==> src/soc_macros.svh <==
`ifndef SOC_MACROS_SVH
`define SOC_MACROS_SVH

// bus widths
`define SOC_ADDR_W      32
`define SOC_DATA_W      32
`define SOC_SEL_W       4
`define SOC_SLAVES      3
// register offset field inside a 4 KB peripheral window
`define SOC_OFS_W       12

// address map with mask = ~(end - base)
`define SRAM_BASE       32'h1A00_0000
`define SRAM_END        32'h1A00_03FF
`define SRAM_WORDS      256
`define GPIO_BASE       32'h1A10_0000
`define GPIO_END        32'h1A10_0FFF
`define UART_BASE       32'h1A10_1000
`define UART_END        32'h1A10_1FFF

`define GPIO_W          8
`define UART_DIV_RESET  16'd4
`define UART_DIV_W      16

// register offsets
`define GPIO_OUT_OFS    12'h000
`define GPIO_IN_OFS     12'h004
`define UART_DATA_OFS   12'h000
`define UART_DIV_OFS    12'h004
`define UART_STAT_OFS   12'h008

`endif

==> src/soc_pkg.sv <==
`include "soc_macros.svh"

package soc_pkg;

  // wishbone classic request from the master
  typedef struct packed {
    logic                   cyc;
    logic                   stb;
    logic                   we;
    logic [`SOC_ADDR_W-1:0] adr;
    logic [`SOC_DATA_W-1:0] dat;
    logic [`SOC_SEL_W-1:0]  sel;
  } wb_req_t;

  // slave response with single-cycle ack and err pulses
  typedef struct packed {
    logic                   ack;
    logic                   err;
    logic [`SOC_DATA_W-1:0] dat;
  } wb_rsp_t;

  // slave numbering on the decoder ports
  typedef enum logic [1:0] {
    SLV_SRAM = 2'd0,
    SLV_GPIO = 2'd1,
    SLV_UART = 2'd2
  } slave_idx_t;

endpackage

==> src/soc_gpio.sv <==
`include "soc_macros.svh"

module soc_gpio
  import soc_pkg::*;
(
  input  logic               clk_i,
  input  logic               reset_n,
  input  wb_req_t            req_i,
  input  logic [`GPIO_W-1:0] gpio_i,
  output wb_rsp_t            rsp_o,
  output logic [`GPIO_W-1:0] gpio_o
);

  logic [`GPIO_W-1:0]     out_q;
  logic [`GPIO_W-1:0]     sync1_q;
  logic [`GPIO_W-1:0]     in_q;
  logic [`SOC_DATA_W-1:0] rdata_q;
  logic [`SOC_OFS_W-1:0]  ofs;
  logic                   access;
  logic                   ack_q;

  assign ofs    = req_i.adr[`SOC_OFS_W-1:0];
  assign access = req_i.cyc & req_i.stb & ~ack_q;

  always_ff @(posedge clk_i or negedge reset_n) begin
    if (!reset_n) begin
      ack_q   <= 1'b0;
      out_q   <= '0;
      sync1_q <= '0;
      in_q    <= '0;
    end else begin
      ack_q   <= access;
      // two-flop synchronizer on the pins
      sync1_q <= gpio_i;
      in_q    <= sync1_q;
      if (access && req_i.we && ofs == `GPIO_OUT_OFS && req_i.sel[0]) begin
        out_q <= req_i.dat[`GPIO_W-1:0];
      end
    end
  end

  // read mux where unknown offsets return zero
  always_ff @(posedge clk_i) begin
    if (access) begin
      case (ofs)
        `GPIO_OUT_OFS: rdata_q <= {{(`SOC_DATA_W-`GPIO_W){1'b0}}, out_q};
        `GPIO_IN_OFS:  rdata_q <= {{(`SOC_DATA_W-`GPIO_W){1'b0}}, in_q};
        default:       rdata_q <= '0;
      endcase
    end
  end

  assign rsp_o  = '{ack: ack_q, err: 1'b0, dat: rdata_q};
  assign gpio_o = out_q;

endmodule

==> config.mk <==
export PLATFORM = sky130hd
export DESIGN_NAME = soc_gpio
export DESIGN_NICKNAME = d
export VERILOG_FILES = /design/src/soc_pkg.sv /design/src/soc_gpio.sv
export VERILOG_INCLUDE_DIRS = /design/src
export SDC_FILE = /design/constraint.sdc
export NUM_CORES = 1
export LEC_CHECK = 0
export BUFFER_PORTS_ARGS = -buffer_cell sky130_fd_sc_hd__buf_2
export CORE_MARGIN = 1
export CORE_UTILIZATION = 36
export DETAILED_ROUTE_END_ITERATION = 7
export PLACE_DENSITY = 0.78
export SLEW_MARGIN = 15
export SYNTH_ARGS = -nofsm -noshare
export SYNTH_HDL_FRONTEND = slang
export SYNTH_SLANG_ARGS = --single-unit
export TNS_END_PERCENT = 100
==> constraint.sdc <==
create_clock -name clk_i -period 1.9 [get_ports clk_i]
set_clock_uncertainty 0.05 [all_clocks]
set_input_delay 0.57 -clock clk_i [delete_from_list [all_inputs] [get_ports clk_i]]
set_output_delay 0.57 -clock clk_i [all_outputs]
set_load 0.05 [all_outputs]
After elaboration in Yosys (flattened, before gate mapping)

Cells that the tools add are included.

Equal/unequal tests: 1
Mux-type cells: 1
Bitwise logic cells: 3
Reduce and logical (&&, ||, !) cells: 4

Operators by type and width:

| operator            | count |
|---|---|
| $pmux 8 s2          | 1 |
| $eq 12x3->1 const B | 1 |
| $logic_not 12->1    | 1 |
| $logic_and 1x1->1   | 3 |
| $and 1x1->1         | 2 |
| $not 1->1           | 1 |

Register bits after elaboration: 57
Input port bits: 81
Output and inout port bits: 42
Logic and storage cells: 14

Depth between registers and ports, before layout

Depth after elaboration: 5
Depth in mapped cells: 5
Gate-level depth less buffers: 4

Worst setup path before layout

No wires, ideal clock.

Path kind: input port to flip-flop
Start point: in req_i[40] (netlist name)
End point: reg rdata_q[0], data pin
Library setup time: 0.131 ns
Arrival: 1.671 ns
Required time: 1.719 ns
Setup slack: 0.048 ns
Stages on the path: 3
Buffers on the path: 0
Cell sequence: or4b_2 > nor3_4 > a22o_2

Longest elaborated chain between the ends: 2
Elaborated cells on any way between the ends: 3
Those cells by class: eq/ne (1); mux (1); reduce/logical (1)

RTL lines:

| item                                            | line           | text |
|---|---|---|
| start, declared                                 | soc_gpio.sv:8  | `input wb_req_t req_i,` |
| $eq 12x3->1 or $logic_not 12->1 (tied branches) | soc_gpio.sv:45 | `case (ofs)` |
| $pmux 8 s2 (*)                                  | soc_gpio.sv:45 |  |
| end signal, assigned                            | soc_gpio.sv:46 | `` `GPIO_OUT_OFS: rdata_q <= {{(`SOC_DATA_W-`GPIO_W){1'b0}}, out_q}; `` |
| end signal, assigned                            | soc_gpio.sv:47 | `` `GPIO_IN_OFS: rdata_q <= {{(`SOC_DATA_W-`GPIO_W){1'b0}}, in_q}; `` |
| end, declared                                   | soc_gpio.sv:17 | `` logic [`SOC_DATA_W-1:0] rdata_q; `` |

Mark *: on every way between the ends. The rest lies on a longest branch, timed or not.
A chain may end at the register's enable or synchronous reset.

Worst setup path in the final report

Start point: in req_i[40] (netlist name)
End point: reg rdata_q[4], data pin

Same word-level chain as after synthesis.

==> impl_metrics.env <==
export IMPL_yosys_reg_bits=33
export IMPL_num_antenna_cells=0
export IMPL_fp_dieW_microns=62.98
export IMPL_setup_viol=0
export IMPL_utilization=0.4806
export IMPL_synth_cell_types=16
export IMPL_via_count_of_the_first_global_routing_pass=725
export IMPL_start_kind="input pin"
export IMPL_nets=225
export IMPL_power_static_leakage_nw=0.8679
export IMPL_drive_above_1_share=0.5586
export IMPL_worst_ep_arrival_time_ns=1.86
export IMPL_placement_setup_worst_slack_ns=-0.1349
export IMPL_worst_ir_drop_vdd_v=0.0002918
export IMPL_wire_length_of_the_first_global_routing_pass_microns=3201
export IMPL_setup_tns_final_ns=0
export IMPL_drc_errors=0
export IMPL_postRouteAntennaNets=0
export IMPL_rsz0062_at_grt="no"
export IMPL_detail_route_vias_per_cell=4.120
export IMPL_startpoint="req_i[40]"
export IMPL_post_cts_resized=0
export IMPL_tritoncts_sink_count=33
export IMPL_cts_htree_levels=2
export IMPL_core_area_sq_um=3442
export IMPL_drtPass1Iterations=3
export IMPL_die_area_sq_um=3966
export IMPL_grt_start_max_net_pins=26
export IMPL_max_slew_margin_rel=0.6472
export IMPL_detailedPlacementHpwl_microns=1648
export IMPL_fin_max_slew_vios=0
export IMPL_clock_fmax_mhz=569.9
export IMPL_grtUsageTotal=0.1096
export IMPL_fin_total_pwr_mw=1.492
export IMPL_hold_path_class="input pin to async pin"
export IMPL_number_of_warnings_printed_during_yosys_synthesis=0
export IMPL_syn_area_per_cell_sq_um=15.39
export IMPL_detailroute_via_count=787
export IMPL_post_cts_buffers=0
export IMPL_wirelength_microns=2087
export IMPL_layout_commonest_cell="sky130_fd_sc_hd__buf_2"
export IMPL_fin_ws_ns=0.1454
export IMPL_clk_latency_ns=0.27
export IMPL_buffer_ports_inserted=50
export IMPL_dpl_cell_area_sq_um=1553
export IMPL_layout_common_cells="sky130_fd_sc_hd__buf_2, sky130_fd_sc_hd__conb_1, sky130_fd_sc_hd__dfrtp_1"
export IMPL_drt_initial_drc_count=19
export IMPL_outcome="complete, no violations"
export IMPL_floorplan_die_height_microns=62.98
export IMPL_path_clk_slew_ns=0.06
export IMPL_post_synthesis_instance_total=87
export IMPL_tightest_slew_ns=0.5291
export IMPL_ios=123
export IMPL_final_estimated_routing_congestion_in_global_placement=0.7351
export IMPL_globalRouteOverflowTotal=0
export IMPL_final_cycle_share=0.9235
export IMPL_initial_util=0.3889
export IMPL_syn_to_final_growth_pct=23.55
export IMPL_final_cell_area_sq_um=1654
export IMPL_end_kind="register"
export IMPL_worst_path_class_setup="input pin to register"
export IMPL_path_max_fanout=8
export IMPL_p_per_area_nw_per_um2=902.1
export IMPL_postCtsHoldBufs=0
export IMPL_timing_max_cap_violations=0
export IMPL_buffer_type_at_the_clock_tree_root="sky130_fd_sc_hd__clkbuf_8"
export IMPL_deepest_clock_path_buffer_count=2
export IMPL_n_fill_cell=319
export IMPL_worst_ep_required_time_ns=2.00
export IMPL_synth_seq_area_share=0.6467
export IMPL_crit_reg2reg_launch="ack_q"
export IMPL_rows=21
export IMPL_hold_violation_total_from_the_final_report=0
export IMPL_period_needed_ns=1.755
export IMPL_syn_cell_area_sq_um=1339
export IMPL_drt_wirelength_per_cell_microns=10.93
export IMPL_cts_made_buffers=5
export IMPL_antenna_violations_before_repair=0
export IMPL_tritoncts_clock_tree="yes"
state kept, by name, indices dropped and copies added (netlist names):
signal,cells
sync1_q,8
gpio_o,8
in_q,8
ack_q,1
rdata_q,8
layout make-up:
cell class | count | area [sq um] | share of cell area
clock inverter | 1 | 5.005 | 0.003026
multi-input combinational | 51 | 356.6 | 0.2156
tap | 46 | 57.56 | 0.03480
clock buffer | 7 | 96.34 | 0.05824
sequential | 33 | 865.8 | 0.5234
timing repair buffer | 53 | 272.8 | 0.1649
power by group:
group	leakage [nW]	switching (mW)	total [mW]	internal, mW
sequential	0.394	0.00548	0.753	0.748
clock	0.0542	0.225	0.552	0.327
combinational	0.419	0.155	0.187	0.0323
total	0.868	0.385	1.49	1.11
routing by layer:
| metal | global-route usage | vias up | share of wire |
|---|---|---|---|
| met2 | 0.1815 | 61 | 0.49 |
| met1 | 0.1158 | 352 | 0.38 |
| met5 | 0 | - | 0 |
| met3 | 0.03650 | 6 | 0.10 |
| li1 | - | 368 | - |
| met4 | 0.07849 | 0 | 0.025 |
final timing paths:
kind | end | slack [ns] | depth (start not counted)
worst max-delay path | rdata_q[4] | 0.15 | 4
worst min-delay path | gpio_o[6] | 0.22 | 1
worst max register to register | gpio_o[5] | 0.59 | 3
worst min register to register | in_q[0] | 0.30 | 0
max in group asynchronous | sync1_q[0] | 1.22 | 1
min in group clk_i | in_q[0] | 0.30 | 0
cell families (layout without fill, tap and decap cells):
family / count (synthesis) / in the layout / share of synthesized area
flip-flops: 33 / 33 / 0.6467
buffers and inverters: 27 / 61 / 0.1542
AND/OR/NAND/NOR: 10 / 10 / 0.06916
AO/OA/AOI/OAI: 8 / 8 / 0.05982
multiplexers: 8 / 8 / 0.06729
other: 1 / 25 / 0.002801
critical path: stages:
cell	delay, ns
sky130_fd_sc_hd__buf_2	0.10
sky130_fd_sc_hd__or4b_2	0.71
sky130_fd_sc_hd__nor3_4	0.28
sky130_fd_sc_hd__a22o_2	0.19
cell usage after synthesis:
| master | count | area, sq um |
|---|---|---|
| sky130_fd_sc_hd__buf_4 | 26 | 195.2 |
| sky130_fd_sc_hd__dfrtp_1 | 25 | 625.6 |
| sky130_fd_sc_hd__a22o_2 | 8 | 80.08 |
| sky130_fd_sc_hd__edfxtp_1 | 8 | 240.2 |
| sky130_fd_sc_hd__mux2_2 | 8 | 90.09 |
| sky130_fd_sc_hd__nand2_1 | 2 | 7.510 |
| sky130_fd_sc_hd__and4b_1 | 1 | 10.01 |
| sky130_fd_sc_hd__buf_6 | 1 | 11.26 |
| sky130_fd_sc_hd__conb_1 | 1 | 3.750 |
| sky130_fd_sc_hd__nand4_4 | 1 | 21.27 |
| sky130_fd_sc_hd__nor2_1 | 1 | 3.750 |
| sky130_fd_sc_hd__nor3_1 | 1 | 5.000 |
| sky130_fd_sc_hd__nor3_4 | 1 | 16.27 |
| sky130_fd_sc_hd__nor4_1 | 1 | 6.260 |
| sky130_fd_sc_hd__nor4_2 | 1 | 12.51 |
| sky130_fd_sc_hd__or4b_2 | 1 | 10.01 |
through the flow:
stage / hold WS [ns] / std cells
6_report: 0.2183 / 191
5_1_grt: 0.2592 / 191
4_1_cts: 0.2308 / 191
3_5_place_dp: 0.2847 / 183
3_3_place_gp: 0.2841 / 183
2_1_floorplan: 0.2244 / 111
Note: power is estimated with default switching activity, not from simulation.
