===== src/soc_macros.svh =====
`ifndef SOC_MACROS_SVH
`define SOC_MACROS_SVH

// bus widths
`define SOC_ADDR_W      32
`define SOC_DATA_W      32
`define SOC_SEL_W       4
`define SOC_SLAVES      3
// register offset field inside a 4 KB peripheral window
`define SOC_OFS_W       12

// address map with mask = ~(end - base)
`define SRAM_BASE       32'h1A00_0000
`define SRAM_END        32'h1A00_03FF
`define SRAM_WORDS      256
`define GPIO_BASE       32'h1A10_0000
`define GPIO_END        32'h1A10_0FFF
`define UART_BASE       32'h1A10_1000
`define UART_END        32'h1A10_1FFF

`define GPIO_W          8
`define UART_DIV_RESET  16'd4
`define UART_DIV_W      16

// register offsets
`define GPIO_OUT_OFS    12'h000
`define GPIO_IN_OFS     12'h004
`define UART_DATA_OFS   12'h000
`define UART_DIV_OFS    12'h004
`define UART_STAT_OFS   12'h008

`endif


===== src/soc_pkg.sv =====
`include "soc_macros.svh"

package soc_pkg;

  // wishbone classic request from the master
  typedef struct packed {
    logic                   cyc;
    logic                   stb;
    logic                   we;
    logic [`SOC_ADDR_W-1:0] adr;
    logic [`SOC_DATA_W-1:0] dat;
    logic [`SOC_SEL_W-1:0]  sel;
  } wb_req_t;

  // slave response with single-cycle ack and err pulses
  typedef struct packed {
    logic                   ack;
    logic                   err;
    logic [`SOC_DATA_W-1:0] dat;
  } wb_rsp_t;

  // slave numbering on the decoder ports
  typedef enum logic [1:0] {
    SLV_SRAM = 2'd0,
    SLV_GPIO = 2'd1,
    SLV_UART = 2'd2
  } slave_idx_t;

endpackage


===== src/soc_bus_decoder.sv =====
`include "soc_macros.svh"

module soc_bus_decoder
  import soc_pkg::*;
(
  input  logic    clk_i,
  input  logic    reset_n,
  input  wb_req_t m_req_i,
  output wb_rsp_t m_rsp_o,
  output wb_req_t s_req_o [`SOC_SLAVES],
  input  wb_rsp_t s_rsp_i [`SOC_SLAVES]
);

  logic [`SOC_ADDR_W-1:0] slv_base [`SOC_SLAVES];
  logic [`SOC_ADDR_W-1:0] slv_mask [`SOC_SLAVES];
  logic [`SOC_SLAVES-1:0] hit;
  logic [`SOC_SLAVES-1:0] slv_stb;
  logic                   any_hit;
  slave_idx_t             sel_idx;
  logic                   err_q;

  // address map table
  assign slv_base[SLV_SRAM] = `SRAM_BASE;
  assign slv_base[SLV_GPIO] = `GPIO_BASE;
  assign slv_base[SLV_UART] = `UART_BASE;
  assign slv_mask[SLV_SRAM] = ~(`SRAM_END - `SRAM_BASE);
  assign slv_mask[SLV_GPIO] = ~(`GPIO_END - `GPIO_BASE);
  assign slv_mask[SLV_UART] = ~(`UART_END - `UART_BASE);

  always_comb begin
    for (int k = 0; k < `SOC_SLAVES; k++) begin
      hit[k] = ((m_req_i.adr & slv_mask[k]) == slv_base[k]);
    end
  end

  assign any_hit = |hit;

  // matching slave index is valid only with any_hit
  always_comb begin
    sel_idx = SLV_SRAM;
    for (int k = 0; k < `SOC_SLAVES; k++) begin
      if (hit[k]) begin
        sel_idx = slave_idx_t'(k);
      end
    end
  end

  // only stb is steered while the rest is broadcast
  always_comb begin
    for (int k = 0; k < `SOC_SLAVES; k++) begin
      s_req_o[k]     = m_req_i;
      s_req_o[k].stb = m_req_i.stb & hit[k];
      slv_stb[k]     = s_req_o[k].stb;
    end
  end

  // unmapped access gets a one-cycle err one clock later
  always_ff @(posedge clk_i or negedge reset_n) begin
    if (!reset_n) begin
      err_q <= 1'b0;
    end else begin
      err_q <= m_req_i.cyc & m_req_i.stb & ~any_hit & ~err_q;
    end
  end

  always_comb begin
    if (any_hit) begin
      m_rsp_o = s_rsp_i[sel_idx];
    end else begin
      m_rsp_o = '{ack: 1'b0, err: err_q, dat: '0};
    end
  end

  // no two slaves strobed and no slave strobed during an err
  a_one_target: assert property (
    @(posedge clk_i) disable iff (!reset_n)
    $onehot0({slv_stb, err_q})
  );

endmodule


===== config.mk =====
export PLATFORM = sky130hd
export DESIGN_NAME = soc_bus_decoder
export DESIGN_NICKNAME = d
export VERILOG_FILES = /design/src/soc_pkg.sv /design/src/soc_bus_decoder.sv
export VERILOG_INCLUDE_DIRS = /design/src
export SDC_FILE = /design/constraint.sdc
export NUM_CORES = 1
export LEC_CHECK = 0
export BUFFER_PORTS_ARGS = -buffer_cell sky130_fd_sc_hd__buf_2
export CAP_MARGIN = 20
export CORE_AREA = 8 8 156 158
export DETAILED_ROUTE_END_ITERATION = 10
export DIE_AREA = 0 0 164 166
export GPL_TIMING_DRIVEN = 1
export HOLD_SLACK_MARGIN = 0.12
export PLACE_DENSITY = 0.5
export SLEW_MARGIN = 20
export SYNTH_ARGS = -nofsm -noshare
export SYNTH_HDL_FRONTEND = slang
export SYNTH_SLANG_ARGS = --single-unit

===== constraint.sdc =====
create_clock -name clk_i -period 1.69 [get_ports clk_i]
set_clock_uncertainty 0.2 [all_clocks]
set_input_delay 0.169 -clock clk_i [delete_from_list [all_inputs] [get_ports clk_i]]
set_output_delay 0.169 -clock clk_i [all_outputs]
set_load 0.02 [all_outputs]

Word-level counts from Yosys, hierarchy flattened --
Index checks and enable logic that the tools add are counted.
Operators by class: muxes and demuxes 6, equality and inequality tests 3, div/mod/pow operators 0, bitwise logic cells 9, shift operators 0, order comparisons 1, multiply operators 0, add/subtract/negate cells 0, reductions and logical operators 1
Operators with widths (number):
- $mux 34 | 3
- $bmux 34 s2 | 1
- $eq 20x17->1 const B | 2
- $eq 22x19->1 const B | 1
- $and 1x1->1 | 6
- $ge 3x3->1 const B | 1
- $not 2->3 | 1
- $reduce_or 3->1 | 1
- $mux 2 | 1
- $not 1->1 | 2
- $mux 1 | 1
Word-level totals: memories kept 0, bits in read-only memories 0, word-level logic and storage cells 21, RAM bits 0, flip-flop bits (word level) 1, output and inout port bits 247, latch bits 0

Logic depth before layout (Yosys ltp) --
Gate-level depths: netlist of run 1.
depth after elaboration 8, mapped depth 6, mapped depth without buffers 4

Worst setup path before layout of run 1 --
Ideal clock, no wire load.
path type input-to-output, from input m_req_i[55] (netlist name), to output s_req_o[140] (netlist name), setup slack -0.104 ns, cell stages on the path 5, arrival 1.425 ns, required time 1.321 ns, cell sequence nor4_2 > nand3_2 > or2_1 > buf_6 > nor4b_2
RTL lines:
- from (decl) | line soc_bus_decoder.sv:8 | input wb_req_t m_req_i,
- to (decl) | line soc_bus_decoder.sv:10 | output wb_req_t s_req_o [`SOC_SLAVES],

==> flow_summary.yaml, run 1 <==
run_status:
  status: "finished with violations"
  violations: "negative setup slack"
final_layout:
  syn2layout_area_growth_pct: 14.0
  fill_cells: 2535
  largestRegisters: "err_q: 1 flops"
  top_register: "err_q"
  drive_gt1_share_pct: 95.2
  multiInputGateArea_sq_um: 1210
  largest_reg_flops: 1
  final_nets: 569
  seq_area_sq_um: 25.0
  antenna_cells: 0
worst_setup_path:
  r2r_start: "err_q$_DFF_PN0_"
  cp_num_buf_inv: 4
  r2r-end: "err_q$_DFF_PN0_"
  cp.arrival_ps: 1550
  cp.required_ps: 1320
  cp_max_fo: 19
  worst_path_dominant_cell_family: "simple AND/OR/NAND/NOR gates"
  worst-setup-path-type: "input pin to output pin"
  slowest_stage: "or2_4"
  critical-path-max-stage-delay_ps: 290
  reg2reg_depth: 1
  cp_common_cell: "buf_6"
  cp_cell_sequence: "buf_6, nor4_4, nand3b_1, buf_6, or2_4, buf_12, nor2_2, buf_4"
  crit_path_end_kind: "output pin"
  start_kind: "input pin"
  r2r_slack_ps: 860
placed_design:
  gp_congestion: 0.696
  dp_hpwl_um: 9040
  port_buffers: 233
sta:
  fin_crit_sh_pct: 114
  fin_crit_ps: 1920
  timing.fmax_ghz: 0.521
  setup_viol: 36
  rsz0062_at_grt: "true"
  slew_violations: 0
  slew_headroom_pct: 80.8
  fin_setup_tns_ps: -7200
  worst_slack_ps: -231
  hold_slack_ps: 138
  worstMarginPinSlew_ps: 287
  hold_viol: 0
die:
  die_area_sq_um: 27200
  initial_utilization_pct: 13.2
  ios: 422
  std_cell_rows: 55
  die_w_um: 164
  fp.dieH_um: 166
  core_sq_um: 22100
global_routing:
  grt_util_met2_pct: 13.1
  met1_usage_pct: 6.33
  overflow: 0
  grt_max_degree: 38
  busiest_layer: "met2"
  grt_pass1_wl_um: 14500
  grt_pass1_vias: 2533
  grt.met3_usage_pct: 2.28
  grt_usage_pct: 6.69
  grt_antenna_before_repair: 0
drt:
  wl_per_cell_um: 15.3
  drt-initial-drc-count: 52
  viasPerCell: 3.28
  drc_errors: 0
  final_antenna_net_count: 0
  routed_wl_um: 10300
  dr.pass1.iters: 4
  num_vias: 2220
yosys:
  avgSynthCellArea_sq_um: 8.42
  synth.cell_area_sq_um: 2920
  synth_fp_nets: 522
  synth_warnings: 0
  ys_seq_area_share_pct: 0.857
  syn_inst: 347
  yosys-top-cells-area: "buf_4 (54%), mux2_2 (13%), a22oi_2 (12%)"
  synth_top_cell_by_area: "buf_4"
  ys_ff_latch: 1
  synth.top_cell.area_share_pct: 54.0
  synth_cell_types: 26
power_and_ir_drop:
  power_frac_seq_pct: 3.7
  clkPwrFrac_pct: 0
  finalPower_mw: 0.716
  comb_power_share_pct: 96.3
  p_leak_nw: 1.53
  p_sw_share_pct: 49.9
  p_per_area_nw_per_um2: 215
  p_int_mw: 0.359
  peakVddDrop_mv: 0.163
  total_switching_power_mw: 0.357
worst_hold_path:
  min_path_type: "input pin to output pin"
  min_path_cells: 0
  min_to: "s_req_o[22]"
  worstHoldStart: "m_req_i[22]"
run:
  drv_cap: 0
clock_tree:
  clk_latency_ps: 0
area by class of cell:
class / count / share of cell area [%]
Inverter: 2 / 0.225
Multi-Input combinational cell: 119 / 36.5
Sequential cell: 1 / 0.752
Timing Repair Buffer: 270 / 51.8
Tap cell: 285 / 10.7
layout by cell type (no fill, tap or decap):
cell type	n
dfrtp_1	1
mux2i_1	1
nor4b_4	3
and3_1	1
buf_2	192
o22a_1	1
nor2_2	29
nor3_2	1
nand3_2	1
a22oi_2	29
buf_6	27
nor4_4	2
nor3_4	1
nand2_1	2
dlygate4sd3_1	1
nor2_4	3
nor2_1	3
buf_12	6
inv_1	2
nor4_2	1
a22oi_1	5
mux2_2	33
buf_4	44
or2_4	1
nor3_1	1
nand3b_1	1
cell usage after synthesis:
library cell and number:
nor3_2 2, o22a_1 1, nor4_1 1, buf_4 210, mux2i_1 1, buf_2 4, a22oi_2 29, or2_1 1
nor4_2 1, buf_12 3, and3_1 1, nor2_1 4, clkbuf_1 3, nand2_1 2, buf_6 5, nand3_2 1
nor4b_4 2, nor2_2 31, mux2_2 33, nand3b_1 1, nor3_1 1, dfrtp_1 1, a22oi_1 5, nor4b_2 1
inv_1 2, nor4_4 1
power groups by stage:
stage	Sequential [mW]	Clock (mW)	Combinational, mW
floorplan	0.0262	0	0.933
global placement	0.0264	0	0.681
detailed placement	0.0265	0	0.685
CTS	0.0265	0	0.699
global route	0.0267	0	0.739
finish	0.0264	0	0.690
through the flow:
stage / area (sq um) / cells / util (%) / setup WS, ps
CTS: 3250 / 677 / 14.7 / -234
global route: 3330 / 677 / 15.1 / -312
floorplan: 2930 / 347 / - / 4.25
global placement: 3060 / 674 / 13.8 / -488
detailed placement: 3060 / 674 / 13.8 / -476
finish: 3330 / 677 / 15.1 / -231
cell families (layout without fill, tap and decap cells):
group | after synthesis | in the layout | synth area share [%]
AND/OR/NAND/NOR | 50 | 50 | 12.8
flip-flops | 1 | 1 | 0.856
AO/OA/AOI/OAI | 35 | 35 | 14.0
buffers and inverters | 227 | 272 | 59.3
multiplexers | 34 | 34 | 13.1
per-layer routing:
metal / wire length [um] / vias up
li1: - / 1031
met1: 3330 / 942
met5: 0 / -
met3: 1310 / 40
met2: 5390 / 207
met4: 313 / 0
worst max path at each step:
stage                     start     endpoint  slack (ps)  depth (start not counted)
floorplan           m_req_i[55]  m_rsp_o[10]           4                          6
global placement    m_req_i[57]  m_rsp_o[33]        -490                          7
detailed placement  m_req_i[57]   m_rsp_o[9]        -480                          7
CTS                 m_req_i[57]  m_rsp_o[33]        -230                          8
global route        m_req_i[57]   m_rsp_o[7]        -310                          8
finish              m_req_i[57]   m_rsp_o[7]        -230                          8
what timing repair did:
item                                   CTS  global route
resized for setup                       55            18
pin swaps                                5             3
buffers inserted                         2             0
setup endpoints to repair               37            38
hold buffers                             1             0
endpoints found under the hold margin    1             0
Power figures use the tool's default switching activity.
==> run 2: changes to the inputs <==
--- a/config.mk
+++ b/config.mk
@@ -6,14 +6,15 @@
 export SDC_FILE = /design/constraint.sdc
 export NUM_CORES = 1
 export LEC_CHECK = 0
+export ABC_AREA = 1
 export BUFFER_PORTS_ARGS = -buffer_cell sky130_fd_sc_hd__buf_2
 export CAP_MARGIN = 20
-export CORE_AREA = 8 8 156 158
+export CORE_AREA = 8 8 157 159
 export DETAILED_ROUTE_END_ITERATION = 10
-export DIE_AREA = 0 0 164 166
+export DIE_AREA = 0 0 165 167
 export GPL_TIMING_DRIVEN = 1
 export HOLD_SLACK_MARGIN = 0.12
-export PLACE_DENSITY = 0.5
+export PLACE_DENSITY = 0.51
 export SLEW_MARGIN = 20
 export SYNTH_ARGS = -nofsm -noshare
 export SYNTH_HDL_FRONTEND = slang
==> run 2 against run 1 <==
- the flow still finishes with violations (negative setup slack)
- utilization rose by 6.0 points
- sequential power barely moved
- first-iteration DRC count rose by 140%
- die area rose by 1.2%
- flip-flop and latch count did not move
- fmax fell by 8.9%
- synthesized cell count rose by 61%
- worst setup slack got worse by 190 ps
- highest routed layer is now met5
==> flow_summary.yaml, run 2 <==
run_status:
  status: "finished with violations"
  violations: "negative setup slack"
drt:
  final_antenna_net_count: 0
  viasPerCell: 3.54
  drt-initial-drc-count: 125
  dr.pass1.iters: 4
  wl_per_cell_um: 15.6
  routed_wl_um: 14400
  drc_errors: 0
  num_vias: 3270
worst_setup_path:
  r2r_slack_ps: 850
  cp_max_fo: 8
  critical-path-max-stage-delay_ps: 230
  reg2reg_depth: 1
  r2r-end: "err_q$_DFF_PN0_"
  r2r_start: "err_q$_DFF_PN0_"
  cp.required_ps: 1320
  slowest_stage: "nor3_4"
  cp_num_buf_inv: 4
  crit_path_end_kind: "output pin"
  cp_cell_sequence: "buf_8, nor2_4, nand2_4, nor3_4, buf_6, nand3b_1, nand2_4, buf_12, nand2_1, nor2_2, buf_6"
  start_kind: "input pin"
  startpoint: "m_req_i[52]"
  cp.arrival_ps: 1740
  worst-setup-path-type: "input pin to output pin"
  worst_path_dominant_cell_family: "simple AND/OR/NAND/NOR gates"
yosys:
  synthFlopType: "dfrtp_1"
  ys_seq_area_share_pct: 0.819
  synth_top_cell_by_area: "buf_4"
  synth_most_common_cell: "buf_4"
  ys_ff_latch: 1
  synth_edf_count: 0
  synth.cell_area_sq_um: 3050
  synthArstFlopShare_pct: 100
  ys_top_cells_by_count: "buf_4 (214), nand2_1 (114), nor2_1 (81), inv_1 (79), o21ai_0 (30)"
  synth.top_cell.area_share_pct: 52.6
  synth_cell_types: 18
  syn_inst: 558
  synth_fp_nets: 733
  synth_warnings: 0
  avgSynthCellArea_sq_um: 5.47
  yosys-top-cells-area: "buf_4 (53%), nand2_1 (14%), nor2_1 (10%)"
final_layout:
  final_cells: 925
  post-route-util_pct: 21.1
  final_nets: 817
  drive_gt1_share_pct: 65.0
  syn2layout_area_growth_pct: 53.3
  top_register: "err_q"
  layout_common_cells: "buf_2 (190), inv_1 (76), nand2_1 (68), buf_4 (51), buf_6 (44)"
  largest_reg_flops: 1
  final_area_sq_um: 4680
  antenna_cells: 0
  final_common_cell: "buf_2"
  largestRegisters: "err_q: 1 flops"
worst_hold_path:
  min_path_cells: 0
  min_path_type: "input pin to output pin"
  worstHoldStart: "m_req_i[24]"
  min_to: "s_req_o[95]"
die:
  core_sq_um: 22200
  std_cell_rows: 55
  initial_utilization_pct: 13.7
  die_w_um: 165
  ios: 422
  fp.dieH_um: 167
  die_area_sq_um: 27600
placed_design:
  placed_area_sq_um: 3470
  placed_cells: 900
  dp_hpwl_um: 10200
  gp_congestion: 0.764
  port_buffers: 233
run:
  drv_cap: 0
global_routing:
  busiest_layer: "met2"
  overflow: 0
  grt.met3_usage_pct: 2.74
  grt_util_met2_pct: 15.9
  grt_max_degree: 33
  met1_usage_pct: 9.78
  grt_pass1_vias: 3361
  grt_pass1_wl_um: 19600
  grt_antenna_before_repair: 1
  grt_usage_pct: 8.99
sta:
  hold_slack_ps: 138
  fin_crit_sh_pct: 125
  worst_slack_ps: -418
  setup_viol: 38
  hold_viol: 0
  fin_setup_tns_ps: -12450
  fin_crit_ps: 2110
  slew_headroom_pct: 83.3
  rsz0062_at_grt: "true"
  slew_violations: 0
  timing.fmax_ghz: 0.474
  worstMarginPinSlew_ps: 248
clock_tree:
  clk_latency_ps: 0
power_and_ir_drop:
  p_per_area_nw_per_um2: 137
  peakVddDrop_mv: 0.102
  p_leak_nw: 2.48
[run 2: changes by cell type after synthesis, sizes merged, moves of 2 or more]
cell and delta:
nand3 +9, nor4 -3, nand4 +3, mux2 -33
clkbuf +2, nor4b -3, nand2 +112, nor3 +3
a22oi -34, o21ai +33, inv +77, nor2 +49
[run 2: cell type report]
cell class                      count  area [sq um]
Timing Repair Buffer              309          2350
Multi-Input combinational cell    251          1660
Sequential cell                     1          25.0
Fill cell                        2529         17500
Inverter                           79           297
Tap cell                          285           357
[run 2: what timing repair did]
action,CTS,global route
hold buffers,1,0
gates cloned,6,5
buffers inserted,13,4
resized for setup,159,71
endpoints found under the setup margin,37,38
pin swaps,32,35
hold endpoints to repair,1,0
[run 2: per-layer routing]
metal	wire, um	part of all wire, %	vias to the layer above
li1	-	-	1601
met1	5170	36	1435
met2	7330	51	173
met3	1390	9.6	59
met4	505	3.5	2
met5	13	0.090	-
[run 2: how the worst max path moves through the flow]
| stage | endpoint | slack, ps | cells after the start |
|---|---|---|---|
| 2_1_floorplan | m_rsp_o[11] | -40 | 9 |
| 3_3_place_gp | m_rsp_o[13] | -450 | 11 |
| 3_5_place_dp | m_rsp_o[10] | -450 | 11 |
| 4_1_cts | m_rsp_o[20] | -400 | 12 |
| 5_1_grt | m_rsp_o[30] | -500 | 11 |
| 6_report | m_rsp_o[30] | -420 | 11 |
[run 2: cell families after synthesis]
logic type	count (synthesis)	share of synthesized area, %
buf+inv	306	64.9
flops	1	0.819
simple gates	218	28.9
compound gates	33	5.41
[run 2: through the flow]
step | setup slack (ps) | total power [mW]
floorplan | -44.7 | 0.866
global placement | -452 | 0.587
detailed placement | -446 | 0.590
CTS | -398 | 0.632
global route | -502 | 0.700
finish | -418 | 0.643
[run 2: report_power, final]
part / total [mW] / switching, mW / internal, mW
logic: 0.617 / 0.340 / 0.277
clock network: 0 / 0 / 0
registers: 0.0264 / 0.000676 / 0.0257
total: 0.643 / 0.340 / 0.302
