===== config.mk =====
export PLATFORM = sky130hd
export DESIGN_NAME = soc_uart_tx
export DESIGN_NICKNAME = d
export VERILOG_FILES = /design/src/soc_pkg.sv /design/src/soc_uart_tx.sv
export VERILOG_INCLUDE_DIRS = /design/src
export SDC_FILE = /design/constraint.sdc
export NUM_CORES = 1
export LEC_CHECK = 0
export BUFFER_PORTS_ARGS = -buffer_cell sky130_fd_sc_hd__buf_2
export CORE_ASPECT_RATIO = 0.6
export CORE_MARGIN = 2
export CORE_UTILIZATION = 53
export DETAILED_ROUTE_END_ITERATION = 7
export MAX_ROUTING_LAYER = met4
export PLACE_DENSITY_LB_ADDON = 0.05
export SLEW_MARGIN = 5
export SYNTH_ARGS = -nofsm -noshare
export SYNTH_HDL_FRONTEND = slang
export SYNTH_SLANG_ARGS = --single-unit
export TNS_END_PERCENT = 1

===== constraint.sdc =====
create_clock -name clk_i -period 3.8 [get_ports clk_i]
set_clock_uncertainty 0.05 [all_clocks]
set_input_delay 0.76 -clock clk_i [delete_from_list [all_inputs] [get_ports clk_i]]
set_output_delay 0.76 -clock clk_i [all_outputs]
set_load 0.005 [all_outputs]

===== src/soc_macros.svh =====
`ifndef SOC_MACROS_SVH
`define SOC_MACROS_SVH

// bus widths
`define SOC_ADDR_W      32
`define SOC_DATA_W      32
`define SOC_SEL_W       4
`define SOC_SLAVES      3
// register offset field inside a 4 KB peripheral window
`define SOC_OFS_W       12

// address map with mask = ~(end - base)
`define SRAM_BASE       32'h1A00_0000
`define SRAM_END        32'h1A00_03FF
`define SRAM_WORDS      256
`define GPIO_BASE       32'h1A10_0000
`define GPIO_END        32'h1A10_0FFF
`define UART_BASE       32'h1A10_1000
`define UART_END        32'h1A10_1FFF

`define GPIO_W          8
`define UART_DIV_RESET  16'd4
`define UART_DIV_W      16

// register offsets
`define GPIO_OUT_OFS    12'h000
`define GPIO_IN_OFS     12'h004
`define UART_DATA_OFS   12'h000
`define UART_DIV_OFS    12'h004
`define UART_STAT_OFS   12'h008

`endif


===== src/soc_pkg.sv =====
`include "soc_macros.svh"

package soc_pkg;

  // wishbone classic request from the master
  typedef struct packed {
    logic                   cyc;
    logic                   stb;
    logic                   we;
    logic [`SOC_ADDR_W-1:0] adr;
    logic [`SOC_DATA_W-1:0] dat;
    logic [`SOC_SEL_W-1:0]  sel;
  } wb_req_t;

  // slave response with single-cycle ack and err pulses
  typedef struct packed {
    logic                   ack;
    logic                   err;
    logic [`SOC_DATA_W-1:0] dat;
  } wb_rsp_t;

  // slave numbering on the decoder ports
  typedef enum logic [1:0] {
    SLV_SRAM = 2'd0,
    SLV_GPIO = 2'd1,
    SLV_UART = 2'd2
  } slave_idx_t;

endpackage


===== src/soc_uart_tx.sv =====
`include "soc_macros.svh"

module soc_uart_tx
  import soc_pkg::*;
(
  input  logic    clk_i,
  input  logic    reset_n,
  input  wb_req_t req_i,
  output wb_rsp_t rsp_o,
  output logic    tx_o
);

  logic [`UART_DIV_W-1:0] div_q;
  logic [`UART_DIV_W-1:0] baud_cnt_q;
  logic [9:0]             shift_q;
  logic [3:0]             bit_cnt_q;
  logic [`SOC_DATA_W-1:0] rdata_q;
  logic [`SOC_OFS_W-1:0]  ofs;
  logic                   access;
  logic                   data_wr;
  logic                   load_frame;
  logic                   busy;
  logic                   ack_q;

  assign ofs     = req_i.adr[`SOC_OFS_W-1:0];
  assign access  = req_i.cyc & req_i.stb & ~ack_q;
  assign data_wr = access & req_i.we & (ofs == `UART_DATA_OFS);
  assign busy    = (bit_cnt_q != 4'd0);

  // data write stalls until the shifter is free
  assign load_frame = data_wr & ~busy;

  always_ff @(posedge clk_i or negedge reset_n) begin
    if (!reset_n) begin
      ack_q      <= 1'b0;
      div_q      <= `UART_DIV_RESET;
      baud_cnt_q <= '0;
      shift_q    <= '1;
      bit_cnt_q  <= 4'd0;
    end else begin
      ack_q <= access & (~data_wr | ~busy);
      if (access && req_i.we && ofs == `UART_DIV_OFS) begin
        if (req_i.sel[0]) begin
          div_q[7:0] <= req_i.dat[7:0];
        end
        if (req_i.sel[1]) begin
          div_q[15:8] <= req_i.dat[15:8];
        end
      end
      if (load_frame) begin
        // stop, data lsb first, start
        shift_q    <= {1'b1, req_i.dat[7:0], 1'b0};
        bit_cnt_q  <= 4'd10;
        baud_cnt_q <= div_q - 1'b1;
      end else if (busy) begin
        if (baud_cnt_q == '0) begin
          shift_q    <= {1'b1, shift_q[9:1]};
          bit_cnt_q  <= bit_cnt_q - 4'd1;
          baud_cnt_q <= div_q - 1'b1;
        end else begin
          baud_cnt_q <= baud_cnt_q - 1'b1;
        end
      end
    end
  end

  // data register reads as zero
  always_ff @(posedge clk_i) begin
    if (access) begin
      case (ofs)
        `UART_DIV_OFS:  rdata_q <= {{(`SOC_DATA_W-`UART_DIV_W){1'b0}}, div_q};
        `UART_STAT_OFS: rdata_q <= {{(`SOC_DATA_W-1){1'b0}}, busy};
        default:        rdata_q <= '0;
      endcase
    end
  end

  assign rsp_o = '{ack: ack_q, err: 1'b0, dat: rdata_q};
  assign tx_o  = shift_q[0];

  // a data write ack comes only with a fresh frame that was loaded from idle
  a_load_idle: assert property (
    @(posedge clk_i) disable iff (!reset_n)
    (ack_q && req_i.we && ofs == `UART_DATA_OFS)
      |-> (bit_cnt_q == 4'd10 && $past(bit_cnt_q) == 4'd0)
  );

endmodule


Yosys cells after proc, flatten, opt, wreduce, memory -nomap -nowiden. Index checks and enable logic that the tools add are counted.

Bits of input ports: 73. Output and inout bits: 35. Bits in registers: 79.

Multiplexer cells: 10. Bitwise operators: 10. $add $sub $neg: 3. Reductions and logical operators: 10. Eq/ne operators: 2.

Operators with widths (number): $mux W16 (3); $pmux W16 S2 (1); $sub A16 B1 Y16 const B (2); $mux W10 (3); $logic_not A16 Y1 (1); $eq A12 B3 Y1 const B (1); $eq A12 B4 Y1 const B (1); $logic_not A12 Y1 (1); $mux W4 (3); $and A1 B1 Y1 (6); $reduce_and A2 Y1 (3); $reduce_bool A2 Y1 (2); $reduce_bool A4 Y1 (1); $sub A4 B1 Y4 const B (1); $not A1 Y1 (3); $logic_and A1 B1 Y1 (2); $or A1 B1 Y1 (1).

Longest topological paths before layout. Gate-level depths: netlist of run 1.

Depth after elaboration: 7. Gate-level depth with buffers: 8.

Worst setup path before layout of run 1. No wires, ideal clock.

Path type: input-to-reg. From: input req_i[69] (netlist bit). To: register baud_cnt_q[6]. Path slack: 1.338 ns. Arrival: 2.291 ns. Stages: 7. Data required time: 3.629 ns. Buffers on the path: 2. Path through: and3b_1 > buf_2 > nand2_1 > o31ai_1 > buf_2 > o21ai_0 > a22o_1.

Longest elaborated chain between the ends: 6. Elaborated cells between the ends (all ways): 7. Classes of those cells: 1 x mux; 5 x bitwise; 1 x reduce/logical.

Ends and longest elaborated chain: start: declaration (line soc_uart_tx.sv:8) `input wb_req_t req_i,`; $and A1 B1 Y1 (*) (2 in series) (line soc_uart_tx.sv:26) `assign access = req_i.cyc & req_i.stb & ~ack_q;`; net access (line soc_uart_tx.sv:19) `logic access;`; $and A1 B1 Y1 (*) (2 in series) (line soc_uart_tx.sv:27) `` assign data_wr = access & req_i.we & (ofs == `UART_DATA_OFS); ``; $and A1 B1 Y1 (*) (line soc_uart_tx.sv:31) `assign load_frame = data_wr & ~busy;`; $mux W16 or $reduce_bool A2 Y1 (tied branches); end signal: assignment (line soc_uart_tx.sv:54) `baud_cnt_q <= div_q - 1'b1;`; end signal: assignment (line soc_uart_tx.sv:59) `baud_cnt_q <= div_q - 1'b1;`; end signal: assignment (line soc_uart_tx.sv:61) `baud_cnt_q <= baud_cnt_q - 1'b1;`; end: declaration (line soc_uart_tx.sv:14) `` logic [`UART_DIV_W-1:0] baud_cnt_q; ``.

The timed path passes the listed nets; every way through them passes the cells marked *. A chain may end at the register's enable or synchronous reset.

Worst setup path after layout of run 1.
From: register baud_cnt_q[0]. To: register baud_cnt_q[6].

Longest elaborated chain between the ends: 4. Elaborated cells between the ends (all ways): 5. Classes of those cells: 1 x add/sub; 3 x mux; 1 x reduce/logical.

Ends and longest elaborated chain: $sub A16 B1 Y16 or $logic_not A16 Y1 (tied branches) (line soc_uart_tx.sv:61, soc_uart_tx.sv:56); $mux W16 (*) (line soc_uart_tx.sv:56) `if (baud_cnt_q == '0) begin`; $mux W16 (*) (line soc_uart_tx.sv:55) `end else if (busy) begin`; $mux W16 (*) (line soc_uart_tx.sv:50) `if (load_frame) begin`.

Every way passes the cells marked *; elsewhere a longest branch is shown, timed or not. The select of a mux whose other input is x is not followed.

==> results of run 1 <==
## cell usage after synthesis, types with 3 or more instances
cell type  instances  area share [%]
buf_4             18             4.0
dfstp_2           10             7.7
nor2_1            22             2.4
and2_1            16             2.9
xor2_1             8             2.1
o211ai_1           3            0.66
nand2_1           26             2.9
inv_1             11             1.2
nor4_1            11             2.0
a21oi_1            7             1.0
buf_2              4            0.59
nand4b_1           3            0.77
edfxtp_1          16              14
nand3b_1           3            0.66
nor3b_1            3            0.66
dfrtp_1           36              26
nor3_1             6            0.88
nand4_1            4            0.74
a221o_1            3            0.88
mux2i_1           10             2.9
ha_1               4             1.5
nand3_1           13             1.9
clkbuf_1           6            0.66
a22oi_1            5             1.1
o21ai_0           21             3.1
mux2_2            17             5.6
xnor2_1            7             1.8
## power by group
group	total [mW]	internal, mW	leakage [nW]	switching [mW]
combinational	0.0513	0.0201	0.942	0.0312
clock	0.573	0.315	0.105	0.258
sequential	0.691	0.689	0.721	0.00135
total	1.32	1.02	1.77	0.291
## final cells by class
cell class,instances,area [um^2],area share [%]
Clock inverter,3,23.8,0.610
Multi-Input combinational cell,241,1600,41.0
Clock buffer,13,180,4.62
Sequential cell,62,1640,42.2
Tap cell,84,105,2.70
Inverter,11,41.3,1.06
Timing Repair Buffer,58,305,7.83
## worst max-delay path, delay by kind of cell, from the launching register on
family,cells,cell delay (ns)
AO/OA/AOI/OAI,3,0.71
adder cells (fa/ha/maj),1,0.16
buffers and inverters,2,0.43
flip-flops,1,0.44
AND/OR/NAND/NOR,2,0.75
## cell usage in the layout (no fill, tap or decap), drive strengths merged, types with 16 or more instances in the layout
cell type / n
conb: 17
o21ai: 21
dfrtp: 36
edfxtp: 16
nor2: 23
buf: 58
mux2: 17
nand2: 26
and2: 16
## cell families (layout without fill, tap and decap cells)
family                     count (synthesis)  after routing  synth area share (%)
adders and majority gates                  4              4                  1.47
other                                      1             17                 0.110
buffers and inverters                     39             85                  6.44
and+or+nand+nor                          124            124                  20.8
muxes                                     27             27                  8.57
xor gates and xnor gates                  15             15                  3.86
AOI/OAI and AO/OA                         54             54                  10.4
DFF                                       62             62                  48.3
## flip-flops by register name, indices dropped and copies added, names as in the netlist
register / count
baud_cnt_q: 16
ack_q: 1
shift_q: 9
bit_cnt_q: 4
div_q: 16
rdata_q: 16
## per-stage QoR
| step | instance area [um^2] | power (mW) | worst slack (ns) | instances | util, % |
|---|---|---|---|---|---|
| after CTS | 3900 | 1.33 | 1.12 | 472 | 63.2 |
| after global placement | 3690 | 0.755 | 0.804 | 456 | 59.9 |
| after floorplan | 3460 | 0.730 | 1.34 | 342 | - |
| after detailed placement | 3690 | 0.756 | 0.779 | 456 | 59.9 |
| after global routing | 3900 | 1.37 | 0.908 | 472 | 63.2 |
| final | 3900 | 1.32 | 1.16 | 472 | 63.2 |
## routing by layer
metal	track usage (%)	routed length, um	up-vias
met5	-	0	-
met4	6.09	68	0
met3	5.71	485	7
met2	33.5	3140	87
met1	34.1	3570	1202
li1	-	-	1266
## path summary, 6_finish.rpt
check	startpoint	cells past startpoint	end	slack, ns
setup / recovery	baud_cnt_q[0]	8	baud_cnt_q[6]	1.16
hold / removal	shift_q[7]	2	shift_q[7]	0.41
setup reg to reg	baud_cnt_q[0]	8	baud_cnt_q[6]	1.16
hold reg to reg	shift_q[7]	2	shift_q[7]	0.41
max in group asynchronous	reset_n	1	baud_cnt_q[4]	2.51
min in group asynchronous	reset_n	1	div_q[12]	0.55
==> reports/metrics.yaml, run 1 <==
cells_and_area:
  nFillCells: 540
  layout.nets: 460
  drive_gt1_share_pct: 28.1
  areaGrowthSynthToFinish_pct: 14.6
  diodes: 0
logic_synthesis:
  yosysSeqAreaShare_pct: 48.3
  avgSynthCellArea_um2: 10.4
  synth-edff-count: 16
  yosys_warnings: 0
  synth_cell_types: 53
  dominantRegCellSynth: "dfrtp_1"
  synthCells: 326
  ys_ff_latch: 62
  synthesis.area_um2: 3400
  async_flop_share_pct: 74.2
sta:
  tns_ns: 0
  drv_slew: 0
  finalSetupViolCount: 0
  rsz0062_at_grt: "false"
  hold_slack_ns: 0.407
  slew_headroom_pct: 30.8
  worst_slew_pin_slew_ns: 1.04
  min_period_ns: 2.64
  finalHoldViolCount: 0
  timing.final.crit_share_pct: 69.5
  max_freq_mhz: 379
floorplanning:
  die_h_um: 66.0
  fp.dieArea_um2: 7090
  initial_utilization_pct: 55.2
  die_w_um: 107
  ios: 108
  core_um2: 6170
  row_count: 22
global_routing:
  grt_max_degree: 47
  grt_first_pass_wirelength_um: 12300
  grt_usage_pct: 23.6
  grt_pass1_vias: 2416
  antenna_found_initial: 0
  overflow: 0
critical_path:
  cpPeakStageDelay_ns: 0.44
  cp_max_fo: 8
  startpoint_type: "flop"
  crit_required_ns: 3.98
  worstSetupPathType: "flop to flop"
  arrival_ns: 2.82
  worstSetupEndpointType: "flop"
  cp_slowest_cell: "dfrtp_1"
  path_cells: "inv_1 > ha_1 > nor4b_1 > nand4_1 > o31ai_1 > buf_4 > o21ai_0 > a22o_1"
hold_path:
  hp-class: "flop to flop"
job:
  maxCapViolCount: 0
drt:
  vias: 2562
  wl_per_cell_um: 15.4
  drtAntennaViolNets: 0
  wl_um: 7260
  dr.pass1.iters: 4
  drc: 0
  drt_iter0_drc: 171
  vias_per_cell: 5.43
clock_tree:
  cts_buffer_depth: 2
  cts_tree: "yes"
  cts_htree_levels: 3
  cts-root-buf: "clkbuf_8"
  post_cts_resize_count: 0
  postCtsHoldBufs: 0
  cts_setup_buffers: 0
  clkTransAtPathRegs_ns: 0.07
  cts_sinks: 62
  numCtsBuffers: 9
  clk_latency_ns: 0.34
run_status:
  outcome: "finished, final reports clean"
pwr:
  p_per_area_nw_per_um2: 337
  ir_worst_vdd_mv: 0.186
  p_leak_nw: 1.77
place:
  port_buffers: 52
  place_congestion: 0.900
  hpwl_um: 5360
No activity file was read; power rests on OpenSTA's default activity.
==> run 2: changes to the inputs <==
Settings changed: ABC_AREA set to 1, CORE_UTILIZATION 53 to 52.
Clock period 3.8 ns to 2.65 ns, I/O delays scaled along.
==> run 2 against run 1 <==
Non-clock buffer count shrank 3. Synthesized cell count rose by 49%. Critical endpoint is now shift_q[2]. Largest cell class is now multi-input gates. Worst hold slack got worse by 0.26 ns. Design area up 8.2%. Power rose by 66%. Register-to-register slack got worse by 0.63 ns.
==> reports/metrics.yaml, run 2 <==
logic_synthesis:
  synth_cell_types: 32
  yosys_warnings: 0
  ys_ff_latch: 62
  avgSynthCellArea_um2: 7.53
  synthTopCellsByArea: "dfrtp_1 (25%), nand2_1 (16%), edfxtp_1 (13%)"
  async_flop_share_pct: 74.2
  synthesis.area_um2: 3670
  yosysTopAreaCellShare_pct: 24.6
  synth-edff-count: 16
  yosysSeqAreaShare_pct: 44.8
  yosysMostFrequentCell: "nand2_1"
  dominantRegCellSynth: "dfrtp_1"
  ys_top_cells_by_count: "nand2_1 (158), nand3_1 (58), nor2_1 (58), inv_1 (55), dfrtp_1 (36)"
  yosysTopAreaCell: "dfrtp_1"
  synthCells: 487
floorplanning:
  fp.dieArea_um2: 7760
  die_w_um: 112
  ios: 108
  row_count: 23
  core_um2: 6760
  initial_utilization_pct: 54.2
  die_h_um: 69.1
global_routing:
  grt_first_pass_wirelength_um: 15000
  grt_max_degree: 26
  grt_usage_pct: 25.9
  grt_pass1_vias: 2934
  overflow: 0
  antenna_found_initial: 0
pwr:
  p_per_area_nw_per_um2: 519
  design_power_total_mw: 2.19
  p_leak_nw: 2.15
  ir_worst_vdd_mv: 0.467
critical_path:
  startpoint_type: "flop"
  cp_num_cells: 8
  path_cells: "inv_1 > ha_1 > nand3_1 > inv_1 > nand4_1 > inv_1 > nand2_1 > a21oi_1"
  crit_required_ns: 2.86
  cpMostUsedCell: "inv_1"
  cpPeakStageDelay_ns: 0.47
  arrival_ns: 2.33
  crit_buf_inv: 3
  cp_max_fo: 12
  cp_slowest_cell: "nand4_1"
  ff2ff_setup_slack_ns: 0.53
  worstSetupPathType: "flop to flop"
  critPathTopFamily: "simple AND/OR/NAND/NOR gates"
  worstSetupEndpointType: "flop"
  reg2reg_depth: 8
run_status:
  outcome: "finished, final reports clean"
sta:
  worst_slew_pin_slew_ns: 0.636
  finalHoldViolCount: 0
  slew_headroom_pct: 57.6
  max_freq_mhz: 472
  rsz0062_at_grt: "false"
  drv_slew: 0
  finalSetupViolCount: 0
  timing.final.crit_share_pct: 80.0
  hold_slack_ns: 0.144
  min_period_ns: 2.12
  tns_ns: 0
clock_tree:
  postCtsHoldBufs: 0
  cts-root-buf: "clkbuf_16"
  cts_setup_buffers: 0
  cts_buffer_depth: 2
  cts_sinks: 62
  numCtsBuffers: 9
  cts_tree: "yes"
  post_cts_resize_count: 0
  clkTransAtPathRegs_ns: 0.06
  cts_htree_levels: 3
  clk_latency_ns: 0.34
cells_and_area:
  drive_gt1_share_pct: 17.2
  final_common_cell: "nand2_1"
  multi_input_area_um2: 1680
  reg_top3: "baud_cnt_q (16), div_q (16), rdata_q (16)"
  stdcell_count: 634
  seq_area_um2: 1640
  layout.nets: 619
  diodes: 0
  nFillCells: 620
  mostFrequentLayoutCells: "nand2_1 (158), nor2_1 (58), nand3_1 (58), inv_1 (55), buf_2 (52)"
  areaGrowthSynthToFinish_pct: 14.9
place:
  port_buffers: 52
  place_congestion: 0.955
  numPlacedInstances: 618
  hpwl_um: 6860
drt:
  wl_um: 8950
  drc: 0
  dr.pass1.iters: 5
  drt_iter0_drc: 224
  wl_per_cell_um: 14.1
  vias_per_cell: 5.09
  vias: 3225
  drtAntennaViolNets: 0
job:
  maxCapViolCount: 0
hold_path:
  hp-class: "primary input to async pin"
==> run 2: cell types whose count changed after synthesis, sizes merged, moves of 6 or more <==
cell	previous run	this run
nor2	23	65
nor4	12	0
nand3	13	59
inv	11	56
mux2i	10	0
nand2	26	163
o21ai	21	14
and2	16	1
mux2	17	0
nor3	7	1
==> run 2: worst paths after layout <==
path / startpoint / to
hold reg to reg: div_q[0] / div_q[0]
setup / recovery: bit_cnt_q[0] / shift_q[2]
min in group clk_i: req_i[6] / shift_q[3]
hold / removal: reset_n / div_q[9]
max in group asynchronous: reset_n / shift_q[2]
setup reg to reg: bit_cnt_q[0] / shift_q[2]
==> run 2: routing by layer <==
layer,part of all wire (%),vias up,global-route usage (%)
met5,0,-,-
met4,1.1,0,7.05
met3,7.9,8,6.60
met2,36,126,31.1
met1,55,1474,41.9
li1,-,1617,-
==> run 2: cell type report <==
cell class	count	share of cell area [%]
Tap cell	87	2.58
Inverter	56	4.99
Timing Repair Buffer	55	7.00
Multi-Input combinational cell	358	39.7
Sequential cell	62	39.0
Clock inverter	1	0.119
Clock buffer	15	6.59
==> run 2: power by group <==
| part | total [mW] | internal, mW | switching [mW] |
|---|---|---|---|
| clock | 1.11 | 0.708 | 0.405 |
| sequential | 0.993 | 0.991 | 0.00276 |
| combinational | 0.0826 | 0.0306 | 0.0520 |
==> run 2: per-stage QoR <==
stage,utilization (%),setup slack (ns),instance area [um^2]
floorplan,-,1.02,3730
global placement,58.2,0.569,3930
detailed placement,58.2,0.551,3930
CTS,62.3,0.550,4220
global route,62.3,0.257,4220
finish,62.3,0.530,4220
==> run 2: cells by family (layout without fill, tap and decap cells) <==
logic type | after synthesis | in the layout | share of synthesized area (%)
simple gates | 299 | 299 | 35.5
buf+inv | 83 | 127 | 11.2
flops | 62 | 62 | 44.8
compound gates | 23 | 23 | 3.51
xor+xnor | 15 | 15 | 3.58
fa+ha+maj | 4 | 4 | 1.36
other cells | 1 | 17 | 0.102
